<file path="src/verilog/cp0_defines.svh">
// CP0 register addresses, Status and Cause field positions, exception codes and vector
`ifndef CP0_DEFINES_SVH
`define CP0_DEFINES_SVH

// ----------------------------------------------------------
// register positions, {rd, sel} with sel 0
// ----------------------------------------------------------
`define CP0_ADDR_BADVADDR 8'h40
`define CP0_ADDR_COUNT    8'h48
`define CP0_ADDR_COMPARE  8'h58
`define CP0_ADDR_STATUS   8'h60
`define CP0_ADDR_CAUSE    8'h68
`define CP0_ADDR_EPC      8'h70

// status fields
`define STATUS_IE    0
`define STATUS_EXL   1
`define STATUS_IM_HI 15
`define STATUS_IM_LO 8
`define STATUS_BEV   22

// cause fields
`define CAUSE_BD     31
`define CAUSE_TI     30
`define CAUSE_IP_HI  15
`define CAUSE_IP_LO  8
`define CAUSE_EXC_HI 6
`define CAUSE_EXC_LO 2

// ----------------------------------------------------------
// address-class exception codes
// ----------------------------------------------------------
`define EXC_MOD  5'd1
`define EXC_TLBL 5'd2
`define EXC_TLBS 5'd3
`define EXC_ADEL 5'd4
`define EXC_ADES 5'd5

`define EXC_VECTOR        32'hbfc0_0380
`define DELAY_SLOT_OFFSET 32'd4
`define EXT_INT_W         6

`endif

</file>
<file path="src/verilog/cp0Pkg.sv">
// shared CP0 types: data word, register position, exception code
`default_nettype none

package cp0Pkg;

    // ----------------------------------------------------------
    // data and address words
    // ----------------------------------------------------------
    typedef logic [31:0] word_t;

    // register number and select joined, {rd, sel}
    typedef logic [7:0] cp0Addr_t;

    // ----------------------------------------------------------
    // exception cause
    // ----------------------------------------------------------
    typedef logic [4:0] excCode_t;

endpackage

`default_nettype wire

</file>
<file path="src/verilog/excSelect.sv">
// oldest-stage exception selection and the exception-taken decision
`timescale 1ns/1ps
`default_nettype none

module excSelect (
    // exe stage
    input  wire                    exeHasExc_i,
    input  wire cp0Pkg::excCode_t  exeExcCode_i,
    input  wire                    exeIsDelaySlot_i,
    input  wire cp0Pkg::word_t     exeExcPc_i,
    input  wire cp0Pkg::word_t     exeBadVaddr_i,
    input  wire                    exeEret_i,
    // premem stage
    input  wire                    premHasExc_i,
    input  wire cp0Pkg::excCode_t  premExcCode_i,
    input  wire                    premIsDelaySlot_i,
    input  wire cp0Pkg::word_t     premExcPc_i,
    input  wire cp0Pkg::word_t     premBadVaddr_i,
    input  wire                    premEret_i,
    // mem stage
    input  wire                    memHasExc_i,
    input  wire cp0Pkg::excCode_t  memExcCode_i,
    input  wire                    memIsDelaySlot_i,
    input  wire cp0Pkg::word_t     memExcPc_i,
    input  wire cp0Pkg::word_t     memBadVaddr_i,
    input  wire                    memEret_i,
    // later stages still holding instructions
    input  wire                    premHasRisk_i,
    input  wire                    memHasRisk_i,
    input  wire                    wbHasRisk_i,
    input  wire                    statusExl_i,
    output logic                   takeExc_o,
    output cp0Pkg::excCode_t       excCode_o,
    output logic                   isDelaySlot_o,
    output cp0Pkg::word_t          excPc_o,
    output cp0Pkg::word_t          badVaddr_o,
    output logic                   eret_o
);

    logic selHasExc;

    // oldest stage wins: a stage is only eligible once everything after it is empty
    always_comb begin
        selHasExc     = 1'b0;
        excCode_o     = '0;
        isDelaySlot_o = 1'b0;
        excPc_o       = '0;
        badVaddr_o    = '0;
        eret_o        = 1'b0;
        if (!premHasRisk_i) begin
            selHasExc     = exeHasExc_i;
            excCode_o     = exeExcCode_i;
            isDelaySlot_o = exeIsDelaySlot_i;
            excPc_o       = exeExcPc_i;
            badVaddr_o    = exeBadVaddr_i;
            eret_o        = exeEret_i;
        end else if (!memHasRisk_i) begin
            selHasExc     = premHasExc_i;
            excCode_o     = premExcCode_i;
            isDelaySlot_o = premIsDelaySlot_i;
            excPc_o       = premExcPc_i;
            badVaddr_o    = premBadVaddr_i;
            eret_o        = premEret_i;
        end else if (!wbHasRisk_i) begin
            selHasExc     = memHasExc_i;
            excCode_o     = memExcCode_i;
            isDelaySlot_o = memIsDelaySlot_i;
            excPc_o       = memExcPc_i;
            badVaddr_o    = memBadVaddr_i;
            eret_o        = memEret_i;
        end
    end

    // nested exceptions are ignored while already in the handler
    assign takeExc_o = selHasExc && !statusExl_i;

endmodule

`default_nettype wire

</file>
<file path="src/verilog/statusCause.sv">
// Status and Cause registers with exception, eret, mtc0 and interrupt updates
`timescale 1ns/1ps
`default_nettype none
`include "cp0_defines.svh"

module statusCause (
    input  wire                          clk,
    input  wire                          rst,
    input  wire                          mtc0Wen_i,
    input  wire cp0Pkg::cp0Addr_t        cp0Addr_i,
    input  wire cp0Pkg::word_t           mtc0Data_i,
    input  wire                          takeExc_i,
    input  wire cp0Pkg::excCode_t        excCode_i,
    input  wire                          isDelaySlot_i,
    input  wire                          eret_i,
    input  wire                          timerHit_i,
    input  wire [`EXT_INT_W-1:0]         extInt_i,
    output cp0Pkg::word_t                status_o,
    output cp0Pkg::word_t                cause_o,
    output logic                         statusExl_o
);

    logic             statusIe;
    logic             statusExl;
    logic [7:0]       statusIm;
    logic             causeBd;
    logic             causeTi;
    logic [7:0]       causeIp;
    cp0Pkg::excCode_t causeExc;
    logic             statusWen;
    logic             causeWen;
    logic             compareWen;

    assign statusWen  = mtc0Wen_i && (cp0Addr_i == `CP0_ADDR_STATUS);
    assign causeWen   = mtc0Wen_i && (cp0Addr_i == `CP0_ADDR_CAUSE);
    assign compareWen = mtc0Wen_i && (cp0Addr_i == `CP0_ADDR_COMPARE);

    // ----------------------------------------------------------
    // status
    // ----------------------------------------------------------
    always_ff @(posedge clk) begin
        if (!rst) begin
            statusExl <= 1'b0;
        end else if (statusWen) begin
            statusExl <= mtc0Data_i[`STATUS_EXL];
        end else if (takeExc_i) begin
            statusExl <= 1'b1;
        end else if (eret_i) begin
            statusExl <= 1'b0;
        end
    end

    always_ff @(posedge clk) begin
        if (!rst) begin
            statusIe <= 1'b0;
            statusIm <= '0;
        end else if (statusWen) begin
            statusIe <= mtc0Data_i[`STATUS_IE];
            statusIm <= mtc0Data_i[`STATUS_IM_HI:`STATUS_IM_LO];
        end
    end

    // ----------------------------------------------------------
    // cause
    // ----------------------------------------------------------
    always_ff @(posedge clk) begin
        if (!rst) begin
            causeBd  <= 1'b0;
            causeExc <= '0;
        end else if (takeExc_i) begin
            causeBd  <= isDelaySlot_i;
            causeExc <= excCode_i;
        end
    end

    // compare write acknowledges the timer interrupt
    always_ff @(posedge clk) begin
        if (!rst) begin
            causeTi <= 1'b0;
        end else if (compareWen) begin
            causeTi <= 1'b0;
        end else if (timerHit_i) begin
            causeTi <= 1'b1;
        end
    end

    // hw lines sampled every cycle, ip7 shared with the timer
    always_ff @(posedge clk) begin
        if (!rst) begin
            causeIp <= '0;
        end else begin
            causeIp[7]   <= extInt_i[`EXT_INT_W-1] || causeTi;
            causeIp[6:2] <= extInt_i[4:0];
            if (causeWen) begin
                causeIp[1:0] <= mtc0Data_i[`CAUSE_IP_LO+1:`CAUSE_IP_LO];
            end
        end
    end

    always_comb begin
        status_o                                 = '0;
        status_o[`STATUS_BEV]                    = 1'b1;
        status_o[`STATUS_IM_HI:`STATUS_IM_LO]    = statusIm;
        status_o[`STATUS_EXL]                    = statusExl;
        status_o[`STATUS_IE]                     = statusIe;
        cause_o                                  = '0;
        cause_o[`CAUSE_BD]                       = causeBd;
        cause_o[`CAUSE_TI]                       = causeTi;
        cause_o[`CAUSE_IP_HI:`CAUSE_IP_LO]       = causeIp;
        cause_o[`CAUSE_EXC_HI:`CAUSE_EXC_LO]     = causeExc;
    end

    assign statusExl_o = statusExl;

endmodule

`default_nettype wire

</file>
<file path="src/verilog/cp0Timer.sv">
// Count and Compare registers with the timer match flag
`timescale 1ns/1ps
`default_nettype none
`include "cp0_defines.svh"

module cp0Timer (
    input  wire                    clk,
    input  wire                    rst,
    input  wire                    mtc0Wen_i,
    input  wire cp0Pkg::cp0Addr_t  cp0Addr_i,
    input  wire cp0Pkg::word_t     mtc0Data_i,
    output cp0Pkg::word_t          count_o,
    output cp0Pkg::word_t          compare_o,
    output logic                   timerHit_o
);

    cp0Pkg::word_t count;
    cp0Pkg::word_t compare;
    logic          tick;

    // first edge after reset only arms the counter
    always_ff @(posedge clk) begin
        if (!rst) begin
            tick <= 1'b0;
        end else begin
            tick <= 1'b1;
        end
    end

    always_ff @(posedge clk) begin
        if (!rst) begin
            count <= '0;
        end else if (mtc0Wen_i && (cp0Addr_i == `CP0_ADDR_COUNT)) begin
            count <= mtc0Data_i;
        end else if (tick) begin
            count <= count + 32'd1;
        end
    end

    always_ff @(posedge clk) begin
        if (!rst) begin
            compare <= '0;
        end else if (mtc0Wen_i && (cp0Addr_i == `CP0_ADDR_COMPARE)) begin
            compare <= mtc0Data_i;
        end
    end

    assign count_o    = count;
    assign compare_o  = compare;
    assign timerHit_o = (count == compare);

endmodule

`default_nettype wire

</file>
<file path="src/verilog/epcBadVaddr.sv">
// EPC and BadVAddr capture registers
`timescale 1ns/1ps
`default_nettype none
`include "cp0_defines.svh"

module epcBadVaddr (
    input  wire                    clk,
    input  wire                    mtc0Wen_i,
    input  wire cp0Pkg::cp0Addr_t  cp0Addr_i,
    input  wire cp0Pkg::word_t     mtc0Data_i,
    input  wire                    takeExc_i,
    input  wire cp0Pkg::excCode_t  excCode_i,
    input  wire                    isDelaySlot_i,
    input  wire cp0Pkg::word_t     excPc_i,
    input  wire cp0Pkg::word_t     badVaddr_i,
    output cp0Pkg::word_t          epc_o,
    output cp0Pkg::word_t          badVaddr_o
);

    cp0Pkg::word_t epc;
    cp0Pkg::word_t badVaddr;
    logic          addrClass;

    // codes that carry a faulting address
    assign addrClass = (excCode_i == `EXC_MOD)  || (excCode_i == `EXC_TLBL) ||
                       (excCode_i == `EXC_TLBS) || (excCode_i == `EXC_ADEL) ||
                       (excCode_i == `EXC_ADES);

    // delay-slot instructions restart at the branch
    always_ff @(posedge clk) begin
        if (takeExc_i) begin
            epc <= isDelaySlot_i ? (excPc_i - `DELAY_SLOT_OFFSET) : excPc_i;
        end else if (mtc0Wen_i && (cp0Addr_i == `CP0_ADDR_EPC)) begin
            epc <= mtc0Data_i;
        end
    end

    always_ff @(posedge clk) begin
        if (takeExc_i && addrClass) begin
            badVaddr <= badVaddr_i;
        end
    end

    assign epc_o      = epc;
    assign badVaddr_o = badVaddr;

endmodule

`default_nettype wire

</file>
<file path="src/verilog/cp0Top.sv">
// CP0 exception core top: submodules, mfc0 read mux and redirect outputs
`timescale 1ns/1ps
`default_nettype none
`include "cp0_defines.svh"

module cp0Top (
    input  wire                    clk,
    input  wire                    rst,
    // mtc0 / mfc0 from mem stage
    input  wire                    mtc0Wen_i,
    input  wire cp0Pkg::cp0Addr_t  cp0Addr_i,
    input  wire cp0Pkg::word_t     mtc0Data_i,
    input  wire                    exeHasExc_i,
    input  wire cp0Pkg::excCode_t  exeExcCode_i,
    input  wire                    exeIsDelaySlot_i,
    input  wire cp0Pkg::word_t     exeExcPc_i,
    input  wire cp0Pkg::word_t     exeBadVaddr_i,
    input  wire                    exeEret_i,
    input  wire                    premHasExc_i,
    input  wire cp0Pkg::excCode_t  premExcCode_i,
    input  wire                    premIsDelaySlot_i,
    input  wire cp0Pkg::word_t     premExcPc_i,
    input  wire cp0Pkg::word_t     premBadVaddr_i,
    input  wire                    premEret_i,
    input  wire                    memHasExc_i,
    input  wire cp0Pkg::excCode_t  memExcCode_i,
    input  wire                    memIsDelaySlot_i,
    input  wire cp0Pkg::word_t     memExcPc_i,
    input  wire cp0Pkg::word_t     memBadVaddr_i,
    input  wire                    memEret_i,
    input  wire                    premHasRisk_i,
    input  wire                    memHasRisk_i,
    input  wire                    wbHasRisk_i,
    input  wire [`EXT_INT_W-1:0]   extInt_i,
    output cp0Pkg::word_t          readData_o,
    output logic                   excOccur_o,
    output cp0Pkg::word_t          excDestPc_o,
    output cp0Pkg::word_t          status_o,
    output cp0Pkg::word_t          cause_o
);

    logic             takeExc;
    cp0Pkg::excCode_t selCode;
    logic             selDelaySlot;
    cp0Pkg::word_t    selPc;
    cp0Pkg::word_t    selBadVaddr;
    logic             selEret;
    logic             statusExl;
    logic             timerHit;
    cp0Pkg::word_t    countVal;
    cp0Pkg::word_t    compareVal;
    cp0Pkg::word_t    epcVal;
    cp0Pkg::word_t    badVaddrVal;
    cp0Pkg::word_t    statusVal;
    cp0Pkg::word_t    causeVal;

    excSelect i_excSelect (
        .exeHasExc_i(exeHasExc_i), .exeExcCode_i(exeExcCode_i),
        .exeIsDelaySlot_i(exeIsDelaySlot_i), .exeExcPc_i(exeExcPc_i),
        .exeBadVaddr_i(exeBadVaddr_i), .exeEret_i(exeEret_i),
        .premHasExc_i(premHasExc_i), .premExcCode_i(premExcCode_i),
        .premIsDelaySlot_i(premIsDelaySlot_i), .premExcPc_i(premExcPc_i),
        .premBadVaddr_i(premBadVaddr_i), .premEret_i(premEret_i),
        .memHasExc_i(memHasExc_i), .memExcCode_i(memExcCode_i),
        .memIsDelaySlot_i(memIsDelaySlot_i), .memExcPc_i(memExcPc_i),
        .memBadVaddr_i(memBadVaddr_i), .memEret_i(memEret_i),
        .premHasRisk_i(premHasRisk_i), .memHasRisk_i(memHasRisk_i),
        .wbHasRisk_i(wbHasRisk_i), .statusExl_i(statusExl),
        .takeExc_o(takeExc), .excCode_o(selCode), .isDelaySlot_o(selDelaySlot),
        .excPc_o(selPc), .badVaddr_o(selBadVaddr), .eret_o(selEret)
    );

    statusCause i_statusCause (
        .clk(clk), .rst(rst), .mtc0Wen_i(mtc0Wen_i), .cp0Addr_i(cp0Addr_i),
        .mtc0Data_i(mtc0Data_i), .takeExc_i(takeExc), .excCode_i(selCode),
        .isDelaySlot_i(selDelaySlot), .eret_i(selEret), .timerHit_i(timerHit),
        .extInt_i(extInt_i), .status_o(statusVal), .cause_o(causeVal),
        .statusExl_o(statusExl)
    );

    cp0Timer i_cp0Timer (
        .clk(clk), .rst(rst), .mtc0Wen_i(mtc0Wen_i), .cp0Addr_i(cp0Addr_i),
        .mtc0Data_i(mtc0Data_i), .count_o(countVal), .compare_o(compareVal),
        .timerHit_o(timerHit)
    );

    epcBadVaddr i_epcBadVaddr (
        .clk(clk), .mtc0Wen_i(mtc0Wen_i), .cp0Addr_i(cp0Addr_i),
        .mtc0Data_i(mtc0Data_i), .takeExc_i(takeExc), .excCode_i(selCode),
        .isDelaySlot_i(selDelaySlot), .excPc_i(selPc), .badVaddr_i(selBadVaddr),
        .epc_o(epcVal), .badVaddr_o(badVaddrVal)
    );

    // ----------------------------------------------------------
    // mfc0 read path
    // ----------------------------------------------------------
    always_comb begin
        case (cp0Addr_i)
            `CP0_ADDR_BADVADDR: readData_o = badVaddrVal;
            `CP0_ADDR_COUNT:    readData_o = countVal;
            `CP0_ADDR_COMPARE:  readData_o = compareVal;
            `CP0_ADDR_STATUS:   readData_o = statusVal;
            `CP0_ADDR_CAUSE:    readData_o = causeVal;
            `CP0_ADDR_EPC:      readData_o = epcVal;
            default:            readData_o = '0;
        endcase
    end

    // redirect: exception vector beats eret
    assign excOccur_o  = takeExc || selEret;
    assign excDestPc_o = takeExc ? `EXC_VECTOR : (selEret ? epcVal : '0);

    assign status_o = statusVal;
    assign cause_o  = causeVal;

endmodule

`default_nettype wire

</file>
<file path="config.mk">
export PLATFORM = sky130hd
export DESIGN_NAME = cp0Top
export DESIGN_NICKNAME = d
export VERILOG_FILES = /design/src/verilog/cp0Pkg.sv /design/src/verilog/excSelect.sv /design/src/verilog/statusCause.sv /design/src/verilog/cp0Timer.sv /design/src/verilog/epcBadVaddr.sv /design/src/verilog/cp0Top.sv
export VERILOG_INCLUDE_DIRS = /design/src /design/src/verilog
export SDC_FILE = /design/constraint.sdc
export NUM_CORES = 1
export LEC_CHECK = 0
export ABC_AREA = 1
export BUFFER_PORTS_ARGS = -buffer_cell sky130_fd_sc_hd__buf_2
export CAP_MARGIN = 0
export CORE_MARGIN = 1.5
export CORE_UTILIZATION = 30
export CTS_CLUSTER_SIZE = 8
export DETAILED_ROUTE_END_ITERATION = 8
export PLACE_DENSITY_LB_ADDON = 0.05
export SLEW_MARGIN = 20
export SYNTH_ARGS = -nofsm -noshare
export SYNTH_HDL_FRONTEND = slang
export SYNTH_SLANG_ARGS = --single-unit
</file>
<file path="constraint.sdc">
create_clock -name clk -period 5.9 [get_ports clk]
set_input_delay 0.885 -clock clk [delete_from_list [all_inputs] [get_ports clk]]
set_output_delay 0.885 -clock clk [all_outputs]
set_load 0.01 [all_outputs]
</file>
# ---- Word-level counts from Yosys, hierarchy flattened
# Index checks and enable logic that the tools add are counted.
dict set report totals {
  output_inout_bits 129
  elab_cells 76
  reg_bits 154
}
dict set report classes {
  mux 30
  n_eq_ne 12
  add_sub_neg 2
  reduce_logical 18
  n_bitwise 1
}
# cell n
set ops {}
lappend ops {{$mux 32} 13}
lappend ops {{$pmux 32 s6} 1}
lappend ops {{$eq 8x7->1 const B} 6}
lappend ops {{$add 32x1->32 const B} 1}
lappend ops {{$eq 32x32->1} 1}
lappend ops {{$sub 32x3->32 const B} 1}
lappend ops {{$mux 5} 3}
lappend ops {{$mux 1} 13}
lappend ops {{$eq 5x2->1 const B} 2}
lappend ops {{$eq 5x3->1 const B} 2}
lappend ops {{$logic_and 1x1->1} 7}
lappend ops {{$logic_or 1x1->1} 6}
lappend ops {{$eq 5x1->1 const B} 1}
lappend ops {{$reduce_bool 2->1} 2}
lappend ops {{$reduce_bool 3->1} 1}
lappend ops {{$reduce_or 2->1} 1}
lappend ops {{$logic_not 1->1} 1}
lappend ops {{$not 1->1} 1}

# ---- Depth between registers and ports, before layout
# Gate-level depths: netlist of the first run.
dict set report logic_depth {
  word_depth 9
  mapped_depth 15
  depth_no_buf 15
}

# ---- Cells and area by module
# From an unflattened synthesis of the first run, not the netlist that was laid out.
dict set report hier_totals {
  hier_cells 2145
  area_unflattened_um2 13028.7
}
# mod instances area_each_um2 cells_per_inst
set modules_own_cells {}
lappend modules_own_cells {cp0Timer 1 4005.1 619}
lappend modules_own_cells {epcBadVaddr 1 3353.2 353}
lappend modules_own_cells {cp0Top 1 2334.7 516}
lappend modules_own_cells {excSelect 1 1974.4 473}
lappend modules_own_cells {statusCause 1 1361.3 184}

# ---- Worst setup path after synthesis of the first run
# OpenSTA, ideal clock, no wires.
dict set report synth_path {
  kind {input to register}
  start {input memHasRisk_i}
  end {register i_epcBadVaddr.badVaddr[0] (netlist: i_epcBadVaddr.badVaddr_o[0]), enable pin}
  stages 10
  slack_ns 0.514
  path_buffers 2
  t_arrival_ns 4.884
  setup_time_ns 0.502
  t_required_ns 5.398
  path_cell_list {inv_2 > nor2_2 > buf_2 > buf_2 > nand2_1 > nand3_1 > o21ai_0 > nand2_1 > nor2_1 > nor4_1}
}
dict set report synth_between {
  elab_chain_len 8
  elab_cells_between_ends 15
  classes_between {eq/ne (5); mux (4); reduce/logical (6)}
}
# item line_no
set synth_lines {}
lappend synth_lines {{start, declared} cp0Top.sv:32} ;# input wire memHasRisk_i,
lappend synth_lines {{$mux 5} excSelect.sv:57} ;# end else if (!memHasRisk_i) begin
lappend synth_lines {{$mux 5} excSelect.sv:50} ;# if (!premHasRisk_i) begin
lappend synth_lines {{$eq 5x1->1 (no source line) or $eq 5x2->1 (tied branches)} --}
lappend synth_lines {{$logic_or 1x1->1 (4 in series)} epcBadVaddr.sv:25} ;# assign addrClass = (excCode_i == `EXC_MOD) || (excCode_i == `EXC_TLBL) ||
lappend synth_lines {{$logic_and 1x1->1 *} epcBadVaddr.sv:39} ;# if (takeExc_i && addrClass) begin
lappend synth_lines {{end signal, assigned} epcBadVaddr.sv:40} ;# badVaddr <= badVaddr_i;
lappend synth_lines {{end, declared} epcBadVaddr.sv:21} ;# cp0Pkg::word_t badVaddr;
# Every way passes the cells marked *; elsewhere a longest branch is shown, timed or not.
# A chain may end at the register's enable or synchronous reset.

# ---- Final worst setup path of the first run
dict set report layout_path {
  start {input premHasRisk_i}
  end {output excDestPc_o[18]}
}
dict set report layout_between {
  elab_chain_len 3
  elab_cells_between_ends 5
  classes_between {mux (4); reduce/logical (1)}
}
# item line_no
set layout_lines {}
lappend layout_lines {{start, declared} cp0Top.sv:31} ;# input wire premHasRisk_i,
lappend layout_lines {{$mux 1} excSelect.sv:50}
lappend layout_lines {{$mux 32 or $logic_and 1x1->1 (tied branches)} {cp0Top.sv:111, excSelect.sv:75}}
lappend layout_lines {{$mux 32 *} cp0Top.sv:111} ;# assign excDestPc_o = takeExc ? `EXC_VECTOR : (selEret ? epcVal : '0);
lappend layout_lines {{end, declared} cp0Top.sv:37} ;# output cp0Pkg::word_t excDestPc_o,
# Marked as above.

==> results of run 1 <==
-- critical path, cell delays in order --
cell	delay, ns
sky130_fd_sc_hd__buf_2	0.12
sky130_fd_sc_hd__inv_2	0.04
sky130_fd_sc_hd__buf_4	0.41
sky130_fd_sc_hd__a21oi_1	0.08
sky130_fd_sc_hd__nand2_1	0.10
sky130_fd_sc_hd__o21ai_2	0.10
sky130_fd_sc_hd__inv_1	0.51
sky130_fd_sc_hd__nand2_1	0.47
sky130_fd_sc_hd__nor2_1	0.43
sky130_fd_sc_hd__buf_2	0.20
-- layout by cell type (no fill, tap or decap), drive strengths merged, types with 2 or more instances in the layout --
cell,synthesis,layout
nand4,24,24
a31oi,7,7
ha,2,2
conb,2,39
nand3b,5,5
o22ai,10,10
or2,27,27
and3,2,2
dfxtp,90,90
nor4,2,2
buf,87,371
inv,150,154
bufinv,0,2
clkinv,2,7
nand3,107,107
xnor2,28,28
xor2,31,31
o221ai,5,5
o21ai,101,101
nand2,423,423
o2111ai,10,10
clkinvlp,0,3
nor3,25,25
a221oi,24,24
clkbuf,46,18
edfxtp,64,64
nor2,176,176
o211ai,6,6
a211o,2,2
a21oi,152,152
-- power groups by stage --
stage	clock network, mW	registers [mW]	logic (mW)
CTS	1.15	1.21	0.571
detailed placement	0	1.24	0.569
global route	1.20	1.22	0.622
floorplan	0	1.22	0.326
finish	1.14	1.21	0.568
global placement	0	1.24	0.570
-- cell families after synthesis --
logic type | count (synthesis)
AO/OA/AOI/OAI | 323
adder cells (fa/ha/maj) | 2
other | 2
XOR/XNOR | 59
buffers and inverters | 285
flip-flops | 154
AND/OR/NAND/NOR | 791
-- registers in the layout (all words and copies together) (netlist names) --
| name | cells |
|---|---|
| i_epcBadVaddr.epc_o | 32 |
| i_epcBadVaddr.badVaddr_o | 32 |
| i_statusCause.statusIm | 8 |
| i_statusCause.causeIp | 8 |
| i_cp0Timer.tick | 1 |
| i_cp0Timer.count_o | 32 |
| i_statusCause.statusIe | 1 |
| i_statusCause.causeTi | 1 |
| i_statusCause.causeExc | 5 |
| i_cp0Timer.compare_o | 32 |
| i_statusCause.causeBd | 1 |
| i_statusCause.statusExl_o | 1 |
-- layer usage --
layer | up-vias | share of wire (%)
met4 | 2 | 0.97
li1 | 5854 | -
met2 | 464 | 49
met5 | - | 0.019
met3 | 34 | 5.6
met1 | 5804 | 44
-- worst max-delay path by stage --
stage	from	to	slack, ns
4_1_cts	premHasRisk_i	excDestPc_o[18]	1.59
6_report	premHasRisk_i	excDestPc_o[18]	1.65
3_3_place_gp	premHasRisk_i	excDestPc_o[18]	1.68
5_1_grt	premHasRisk_i	excDestPc_o[18]	1.44
3_5_place_dp	premHasRisk_i	excDestPc_o[18]	1.61
2_1_floorplan	memHasRisk_i	i_epcBadVaddr.badVaddr_o[0]$_DFFE_PP_	0.51
-- metrics by stage --
stage	hold WS (ns)	instance area, sq um	setup slack, ns
finish	0.477	13400	1.65
global route	0.511	13400	1.44
CTS	0.475	13400	1.59
detailed placement	0.463	12800	1.61
global placement	0.459	12800	1.68
floorplan	0.445	11100	0.514
-- layout make-up --
class	count	area, sq um
inverter	152	571
tap	461	577
clock buffer	18	429
fill	3993	22300
timing repair buffer	371	1890
antenna	1	2.50
clock inverter	14	163
sequential	154	3720
multi-input combinational	1214	6050
==> summary by stage, run 1 <==
Outcome
The flow ran to the end, but the final reports show violations. The checks that failed: design-rule violations.

Timing
The final period utilization is between 70 and 80%. The max-slew violation total from the final report is 0. The highest achievable clock rate is 0.235 GHz.

The final setup skew is roughly 0.014 ns. The number of endpoints with negative hold slack in the final report is 0. Counting I/O delays and the setup requirement, the final critical path takes 4.25 ns. After routing, the total negative slack on setup checks comes to 0 ns. The total of endpoints with negative setup slack in the final report is 0. For the pin with the worst max-slew slack, the measured transition is about 0.93 ns.

Setup repair after global routing left no endpoint under its margin. Measured against its own limit, the worst slew margin works out to a little under two fifths.

Clock tree
The number of buffers inserted during clock tree synthesis is 17. The number of buffers on the longest clock path is 2. In this run, post-CTS repair resized a total of 0 instances. Post-CTS timing repair inserted 0 buffers for setup.

In this run the number of H-tree levels came out at 4. The clock drives 154 sinks. The clock transition at the register clock pins on the worst setup and hold paths after CTS is roughly 0.070 ns. The cell sitting at the root of the clock tree is a sky130_fd_sc_hd__clkbuf_16.

TritonCTS built the clock tree. The cts-stage hold buffer count is 0. For the worst-skew pair, the clock arrives at the later sink with an insertion delay of around 0.45 ns.

Routing
Dividing the detail-routed wire length by the instance count gives 22.2 microns. The number of detailed-routing iterations run before antenna repair is 7. For this block, the routed nets add up to approximately 53000 microns of wire.

In the routed layout, each cell is associated on average with a via count of 5.10. The detail route stage leaves a number of antenna-violating nets equal to 0. The number of DRC violations after detailed-routing iteration 0 is about 1000.

The count of unresolved DRC violations after routing is 6. The total via count after detailed routing is 12158.

Synthesis
In the synthesized netlist the async set-or-reset flop fraction comes to 0%. In this run, synthesis produced a sequential element count of approximately 150. Ranked by total cell area, the synthesized netlist is headed by sky130_fd_sc_hd__edfxtp_1 18%, sky130_fd_sc_hd__dfxtp_1 16%, sky130_fd_sc_hd__nand2_1 14%.

Counting distinct cell types in the post-synthesis netlist gives 49. The Yosys step of the flow raised 0 warnings. Summing the areas of all xor and xnor instances in the mapped netlist gives 4.72% of the synthesized area.

By count the netlist is led by 404 x sky130_fd_sc_hd__nand2_1, 154 x sky130_fd_sc_hd__nor2_1, 150 x sky130_fd_sc_hd__a21oi_1. The largest area contributor in the synthesized netlist is sky130_fd_sc_hd__edfxtp_1. Summing the areas of all compound-gate instances in the mapped netlist gives 16.8% of the synthesized area. Averaged over all synthesized cells, the footprint is 6.77 sq um.

After synthesis, flip-flops and latches occupy between 30 and 40% of the total area. The cell area that synthesis handed to floorplanning was between 0.01 and 0.015 sq mm. After Yosys synthesis, full adders, half adders and majority gates account for less than 1% of the synthesized area. In the post-synthesis netlist, the cell with the most instances is sky130_fd_sc_hd__nand2_1.

The simple-gate share of the synthesized area is a little under a third. The synthesized instance count is approximately 1600. The number of enable flip-flop cells after synthesis is 64.

The post-synthesis mux area share is 0%. The fraction of post-synthesis cell area in the top cell type by area is between 10% and 20%. Among all flip-flop cells after synthesis, the most frequent one is sky130_fd_sc_hd__dfxtp_1.

After synthesis, the largest family of logic cells by area is simple AND/OR/NAND/NOR gates.

Die
The initial core utilization is a little under a third. From left edge to right edge, the die measures 194 microns. The core region area is roughly 0.036 sq mm.

The number of ports placed on the die boundary is slightly below 400. The initialized floorplan defines 69 standard-cell rows. The die boundary height is 194 microns. The die covers between 0.03 and 0.04 sq mm.

Power
Sequential cells burn between 40 and 50% of the power. The clock network fraction of design power is around two fifths. The fraction of power spent switching nets is around a third. In this run the power spent charging and discharging nets is between 0.9 and 1 mW. Combinational logic is responsible for between 10% and 20% of the overall power. The ratio of total power to cell area is between 200 and 250 mW/mm^2. In this run the static leakage power is slightly below 6 nW. The overall power is around 2.9 mW.

The internal portion of the total power is 1.99 mW. VDD sags by at most ~0.14 mV.

Place
Detailed placement ended at an HPWL of roughly 43000 microns. The number of cells after detailed placement is roughly 2400. The number of buffer cells added on primary ports is around 360. Routability-driven placement finished with a final weighted congestion of 0.912.

Global route
The via count of the first global-routing pass is 11747. Global routing used 27.6% of the available tracks. The pin count of the biggest net entering global routing is 97. The first global-routing pass estimated between 70000 and 80000 microns of wire.

The met3 capacity usage during global routing is 3.46%. The number of antenna violations at the first check in global routing was 3. After global routing, the most crowded layer is met2. Global routing consumed, on the met1 layer, between 30% and 40% of the routing resources.

For this run the aggregate overflow at the end of global routing stands at 0. Global routing consumed, on the met2 layer, about half of the routing resources.

Run
The tool flagged a number of max-cap violations equal to 0.

Worst setup path
Data arrives at the worst endpoint at between 3 and 4 ns. The cell depth of the worst flop-to-flop path is 7. The worst register-to-register path begins at i_statusCause.statusExl_o$_SDFFE_PN0P_. The capture instance of the worst register-to-register path is i_epcBadVaddr.badVaddr_o[23]$_DFFE_PP_. The required time at the endpoint of the critical path is around 5 ns. The worst register-to-register path has a setup slack of around 3.6 ns. The nature of the critical path endpoint is an output pin. The worst setup path is of the in -> out kind. The worst setup path is launched from a primary input.

Of all nets on the critical path, the largest fanout is 47.

Hold path
The worst hold path was traced through 2 stages. The min-delay analysis places its worst path in the category reg -> reg. The endpoint of the worst hold-timing path is i_statusCause.statusIm[5]$_SDFFE_PN0P_.

The worst hold path begins at i_statusCause.statusIm[5]$_SDFFE_PN0P_.

Finish
The count of nets after finishing is between 2000 and 2500. The layout cell share with drive strength beyond 1 is 25.6%. Measured on the finished design, the core utilization comes to a little under two fifths. The number of standard cells in the layout, taps in and fillers out is about 2400. The layout-stage area growth over the synthesis result is 22.6%.
No activity file was read; power rests on OpenSTA's default activity.
==> run 2, diff against run 1 <==
--- a/config.mk
+++ b/config.mk
@@ -6,7 +6,7 @@
 export SDC_FILE = /design/constraint.sdc
 export NUM_CORES = 1
 export LEC_CHECK = 0
-export ABC_AREA = 1
+export ABC_AREA = 0
 export BUFFER_PORTS_ARGS = -buffer_cell sky130_fd_sc_hd__buf_2
 export CAP_MARGIN = 0
 export CORE_MARGIN = 1.5
==> constraint.sdc (replaced) <==
create_clock -name clk -period 3.5 [get_ports clk]
set_input_delay 0.525 -clock clk [delete_from_list [all_inputs] [get_ports clk]]
set_output_delay 0.525 -clock clk [all_outputs]
set_load 0.01 [all_outputs]
==> summary by stage, run 2 <==
Timing
Dividing the final minimum period by the clock period gives roughly nine tenths. The max-slew violation total from the final report is 0. Across the routed clock network, the largest skew measured is between 0.007 and 0.008 ns. The transition time of the tightest slew-check pin is between 0.9 and 1 ns. The final total negative setup slack is 0 ns.

Timing would allow up to 0.321 GHz. The tightest hold path in the finished design has a slack of 0.304 ns. The number of endpoints with negative hold slack in the final report was 0. The clock period could shrink to roughly 3.1 ns. The total of endpoints with negative setup slack in the final report is 0. The worst-case headroom to the max-slew limit is between 30% and 40%. Setup repair after global routing left no endpoint under its margin.

Clock tree
In this run the number of H-tree levels came out at 4. The cts-stage hold buffer count is 0. Clock tree synthesis selected as its root buffer the cell sky130_fd_sc_hd__clkbuf_16. The clock latency on the worst-skew pair is about 0.43 ns. The buffers inserted during post-CTS setup optimization is 0. TritonCTS built the clock tree.

The clock transition at the register clock pins on the worst setup and hold paths after CTS is around 0.060 ns. For this design, the sink count on the clock tree is approximately 150. The number of buffers inserted during clock tree synthesis is 17. After clock tree synthesis, the repair step resized 0 gates. The number of buffers on the longest clock path is 2.

Hold path
The class of the most critical hold timing path is in -> reg. The endpoint of the worst hold-timing path is i_statusCause.causeIp[5]$_SDFF_PN0_. In this run the most critical hold path is launched from extInt_i[3]. Along the worst hold path, the cell count comes to 2.

Finish
After routing the design area is ~0.013 sq mm. In the final layout, the share of cells above drive strength 1 is between 20 and 30%. The layout-stage area growth over the synthesis result is 27.0%.

In the layout the commonest cells are 356 x sky130_fd_sc_hd__buf_2, 183 x sky130_fd_sc_hd__nand2_1, 148 x sky130_fd_sc_hd__a21oi_1. The count of nets after finishing is approximately 1800. The core utilization of the finished layout is between 30% and 40%. The total of fill cells in the finished design is ~3600. Leaving out fill and tap cells, the most frequent cell in the layout is sky130_fd_sc_hd__buf_2.

Routing
The detail route stage leaves a number of antenna-violating nets equal to 0. After detailed routing, the average wire length per cell comes to approximately 22 microns. After detailed routing, the number of remaining DRC violations is 0. For this block, the via count after detailed routing is between 10000 and 15000.

The number of DRC violations after detailed-routing iteration 0 is roughly 860. The first TritonRoute pass finished after 5 iterations. The mean number of vias per cell is about 5.1.

After detailed routing, the total wire length is 44100 microns.

Worst setup path
STA puts the critical path data arrival time at 2.59 ns. The origin of the critical flop-to-flop path is i_cp0Timer.count_o[6]$_SDFFE_PN0P_. The start point of the critical path is premHasRisk_i. The type of the worst setup path is in -> out.

The register-to-register setup slack is 0.95 ns. STA classifies the critical path endpoint as an output pin. STA puts the critical path data required time at approximately 3.0 ns. STA classifies the critical path startpoint as a primary input. The maximum fanout count along the critical path is 57.

The capture instance of the worst register-to-register path is i_cp0Timer.count_o[26]$_SDFFE_PN0P_. Measured in cells, the most critical reg-to-reg path has a length of 6.

Place
The post-detailed-placement half-perimeter wirelength is about 35000 microns. The number of buffer cells added on primary ports is about 360. Summing all placed instances gives a cell area of approximately 0.012 sq mm. The congestion estimate from routability-driven global placement came to 0.861.

Synthesis
Synthesis produced a netlist whose cell count is roughly 1300. The sequential cell area fraction in the yosys report is 36.9%. The largest area contributor in the synthesized netlist is sky130_fd_sc_hd__edfxtp_1. The most common cell in the synthesized netlist is sky130_fd_sc_hd__nand2_1.

The number of enable flip-flop cells after synthesis is 64. The most used flip-flop cell after synthesis is sky130_fd_sc_hd__dfxtp_1. The distinct cell type count after synthesis is 52. After synthesis the netlist holds a flip-flop and latch count of approximately 150. The async set or reset register ratio after synthesis is 0%. After synthesis, the most frequently instantiated cells are 183 x sky130_fd_sc_hd__nand2_1, 150 x sky130_fd_sc_hd__a21oi_1, 113 x sky130_fd_sc_hd__nor2_1. Yosys printed 0 warnings. In the post-synthesis netlist, the biggest area contributors are sky130_fd_sc_hd__edfxtp_1 19%, sky130_fd_sc_hd__dfxtp_1 18%, sky130_fd_sc_hd__a21oi_1 7.4%.

The fraction of post-synthesis cell area in the top cell type by area is a little under a fifth. The combined area of all synthesized cells is 0.0101 sq mm. The mean area per synthesized cell is roughly 8.0 sq um.

Power
The ratio of total power to cell area is ~380 mW/mm^2. Summed over all nets, the switching power comes to 1.40 mW. The worst-case IR drop observed on VDD is 0.223 mV.

Sequential cells account for about 42% of the total power. The design draws ~4.9 mW. Net switching is roughly 29% of the power. The power share of the combinational group is 18.2%. For this design the static power due to leakage is 5.20 nW. In this run, the clock network consumes just under 40% of the power. Internal power comes to between 3 and 4 mW.

Global route
The number of antenna violations at the first check in global routing is 2. The total global routing overflow is 0. The via count of the first global-routing pass is about 10000. The total global routing track utilization is around 25%. The wire length of the first global-routing pass is 64400 microns.

Entering global routing, the biggest net connects 64 pins.

Outcome
The run finished with clean final reports.

Run
The count of max-cap constraint violations is 0.

Die
The region available for standard cell placement spans between 0.03 and 0.04 sq mm. The die is around 190 microns tall. 397 I/O pins were placed. The die is roughly 190 microns wide.

For this configuration, the core starts out at a cell density of between 30% and 40%. The die footprint is about 0.035 sq mm. After floorplanning, the core was divided into 67 placement rows.
-- run 2: cell count changes in the layout (fill, tap and decap cells not counted), moves of 25 or more --
cell                       before  now
sky130_fd_sc_hd__nand2_1      404  183
sky130_fd_sc_hd__inv_1        133    4
sky130_fd_sc_hd__nand3_1      102   36
sky130_fd_sc_hd__a22oi_1        0   61
sky130_fd_sc_hd__o21ai_0       88   42
sky130_fd_sc_hd__nor2b_1        0   42
sky130_fd_sc_hd__nor2_1       153  113
sky130_fd_sc_hd__nand2b_1       0   34
sky130_fd_sc_hd__a31oi_1        7   39
sky130_fd_sc_hd__and3_1         2   27
-- run 2: worst max path at each step --
stage                     slack (ns)                                     to  cells after the start
after floorplan                 0.19  i_epcBadVaddr.badVaddr_o[0]$_DFFE_PP_                     10
after global placement          0.39                         excDestPc_o[7]                      7
after detailed placement        0.39                        excDestPc_o[18]                      7
after CTS                       0.39                         excDestPc_o[7]                      7
after global routing            0.22                        excDestPc_o[19]                      7
final                           0.38                        excDestPc_o[19]                      7
-- run 2: cell type report --
type                    instances  area (sq um)  share of cell area, %
multi-input cells            1005          5790                   45.1
flip-flops and latches        154          3720                   29.0
repair buffers                394          2130                   16.6
well taps                     448           561                   4.37
clock buffers                  23           504                   3.93
clock inverters                 9           106                  0.829
inverters                       5          18.8                  0.146
diodes                          1          2.50                 0.0195
-- run 2: cell families after synthesis --
logic type                 count (synthesis)  synth area share [%]
and+or+nand+nor                          551                  27.8
AOI/OAI and AO/OA                        335                  20.3
DFF                                      154                  36.9
buffers and inverters                    146                  7.90
xor gates and xnor gates                  76                  6.59
adders and majority gates                  2                 0.248
other                                      2                0.0743
muxes                                      2                 0.211
-- run 2: through the flow --
step                setup slack [ns]  cells
floorplan                      0.187   1305
global placement               0.391   2006
detailed placement             0.392   2006
CTS                            0.389   2038
global route                   0.223   2038
finish                         0.383   2039
-- run 2: routing by layer --
layer | wire (microns) | track usage [%]
met2 | 20700 | 40.8
met4 | 941 | 7.04
met1 | 20200 | 33.5
met5 | 12 | 0
met3 | 2300 | 3.44
-- run 2: power by group through the flow --
stage | logic [mW] | clock network, mW | registers (mW)
floorplan | 0.505 | 0 | 2.04
global placement | 0.890 | 0 | 2.09
detailed placement | 0.890 | 0 | 2.09
CTS | 0.892 | 1.97 | 2.05
global route | 0.975 | 2.04 | 2.06
finish | 0.889 | 1.94 | 2.05
-- run 2: critical path, stage by stage --
cell and delay [ns]:
sky130_fd_sc_hd__buf_4 0.38, sky130_fd_sc_hd__buf_12 0.29, sky130_fd_sc_hd__nor2_1 0.13, sky130_fd_sc_hd__a311o_2 0.60, sky130_fd_sc_hd__buf_4 0.30, sky130_fd_sc_hd__and3_1 0.18, sky130_fd_sc_hd__buf_2 0.14
==> run 3, diff against run 2 <==
==> constraint.sdc (replaced) <==
create_clock -name clk -period 3.5 [get_ports clk]
set_input_delay 0.35 -clock clk [delete_from_list [all_inputs] [get_ports clk]]
set_output_delay 0.35 -clock clk [all_outputs]
set_load 0.01 [all_outputs]
==> summary by stage, run 3 (synthesis gave the netlist of run 2 again) <==
Global route
After global routing the overflow that remains totals 0. Entering global routing, the biggest net connects 69 pins. Global routing consumed, over all layers together, approximately 25% of the routing resources. The via count of the first global-routing pass is ~10000. The number of antenna violations at the first check in global routing is 1. The first global-routing pass estimated 64000 microns of wire.

Timing
Adding up every negative setup slack in the final design gives 0 ns. The final setup skew is approximately 0.014 ns. The highest achievable clock rate is approximately 0.33 GHz. The max-slew violation total from the final report is 0.

The transition time of the tightest slew-check pin is around 0.85 ns. The total of endpoints with negative setup slack in the final report is 0. The number of endpoints with negative hold slack in the final report is 0. The worst pin sits at a relative slew slack of between 40% and 50%. Once routing completed, OpenROAD measured the worst setup slack at 0.473 ns.

The final critical delay including setup and external delays is 3.03 ns. Setup repair after global routing left no endpoint under its margin. The final period utilization is a little under 90%.

The worst hold slack is ~0.14 ns.

Worst setup path
The type of the worst setup path is in -> out. Data arrives at the worst endpoint at approximately 2.7 ns. The required time at the endpoint of the critical path is about 3.2 ns. The register-to-register setup slack is ~1.1 ns. The maximum single-stage delay on the critical path is 0.49 ns.

The startpoint class of the critical path is a primary input. Along the worst path, the maximum fanout reaches 43. The nature of the critical path endpoint is an output pin. The cell with the biggest individual delay on the critical path is sky130_fd_sc_hd__buf_2.

The signal on the critical path passes through buf_2 > nor2b_4 > buf_4 > a21oi_1 > a21oi_2 > buf_4 > and3_1 > buf_2.

Hold path
The class of the most critical hold timing path is in -> reg.

Power
The analysis attributes to cell leakage a power of 5.15 nW. The largest voltage drop on the vdd net is 0.286 mV. In this run the power density over the cells is 371 mW/mm^2.

Finish
Cells with a size suffix above 1 make up between 20% and 30% of the layout. The most common library cell in the layout ignoring fill and taps is sky130_fd_sc_hd__buf_2. The top cell types in the final layout, fill and taps aside, are 356 x sky130_fd_sc_hd__buf_2, 183 x sky130_fd_sc_hd__nand2_1, 148 x sky130_fd_sc_hd__a21oi_1. The net count of the finished layout is around 1800. The layout-stage area growth over the synthesis result is 26.0%.

Routing
After the first detailed-routing iteration, the DRC count stood at just under 800. The number of detailed-routing iterations run before antenna repair is 5. The remaining antenna violation count after routing is 0. In the routed layout, each cell is associated on average with a via count of between 5 and 6. The count of unresolved DRC violations after routing is 0.

The total via count after detailed routing is approximately 10000. After detailed routing, the total wire length is between 40000 and 50000 microns. The average wire length per cell after detail routing is 21.4 microns.

Clock tree
In this run the number of H-tree levels came out at 4. The cts-stage hold buffer count is 0. Clock-pin slew was measured on the worst setup and hold paths at 0.07 ns.

The post-cts sizing count is 0. TritonCTS built the clock tree. The master cell of the clock root buffer is sky130_fd_sc_hd__clkbuf_16. The clock reaches the later pin of the worst-skew pair after between 0.4 and 0.5 ns. Buffers inserted during clock tree synthesis total 17. In this run the deepest clock path goes through 2 buffers. The buffers inserted during post-CTS setup optimization is 0. The total clock sinks is around 150.

Run
Across the run, the number of max-cap violations was 0.

Place
The routability congestion estimate from global placement is approximately 0.88. During placement, the flow inserted port buffers numbering between 300 and 400. Before CTS, the worst setup slack after placement is a little under 0.3 ns. Summed over all nets, the half-perimeter wirelength after detailed placement is about 34000 microns.

Die
The initial core utilization is a little under a third. The die boundary height is approximately 190 microns. The floorplan step defined a die boundary enclosing ~0.035 sq mm.

The floorplan step defined a core boundary enclosing about 0.033 sq mm. During I/O placement, the number of pins put on the boundary was approximately 400. The floorplan step set the die width to 187 microns.

Row generation in the floorplan step produced 67 rows.

Outcome
The run finished with clean final reports.
run 3: power breakdown:
group | switching [mW] | internal (mW) | total [mW]
registers | 0.0691 | 1.97 | 2.04
logic | 0.548 | 0.331 | 0.879
clock network | 0.777 | 1.02 | 1.80
total | 1.39 | 3.33 | 4.72
run 3: path summary, 6_finish.rpt:
check,from,depth (start not counted),to
worst max-delay path,memHasRisk_i,8,excDestPc_o[19]
worst min-delay path,extInt_i[0],2,i_statusCause.causeIp[2]$_SDFF_PN0_
worst max register to register,i_cp0Timer.count_o[6]$_SDFFE_PN0P_,6,i_cp0Timer.count_o[29]$_SDFFE_PN0P_
worst min register to register,i_statusCause.statusIm[3]$_SDFFE_PN0P_,2,i_statusCause.statusIm[3]$_SDFFE_PN0P_
run 3: final cells by class:
class,instances,area [sq um]
fillers,3646,20600
multi-input cells,1005,5780
flip-flops and latches,154,3720
repair buffers,391,2080
well taps,448,561
clock buffers,21,462
clock inverters,11,95.1
inverters,5,18.8
diodes,1,2.50
run 3: through the flow:
stage	cell area [sq um]	utilization [%]	cells	total power, mW
6_report	12700	38.1	2036	4.72
5_1_grt	12700	38.1	2036	4.93
4_1_cts	12700	38.1	2035	4.76
3_5_place_dp	12200	36.5	2003	2.97
3_3_place_gp	12200	36.5	2003	2.97
2_1_floorplan	10200	-	1305	2.55
run 3: worst max-delay path: cells and delay by family:
family | cells | cell delay, ns
simple gates | 2 | 0.58
compound gates | 2 | 0.30
buf+inv | 4 | 1.42
run 3: routing by layer:
layer / vias to the layer above / track usage, % / part of all wire, %
met5: - / 0 / 0
met4: 0 / 6.70 / 2.2
met3: 40 / 3.03 / 4.9
met2: 357 / 40.7 / 47
met1: 4862 / 33.6 / 46
li1: 5060 / - / -
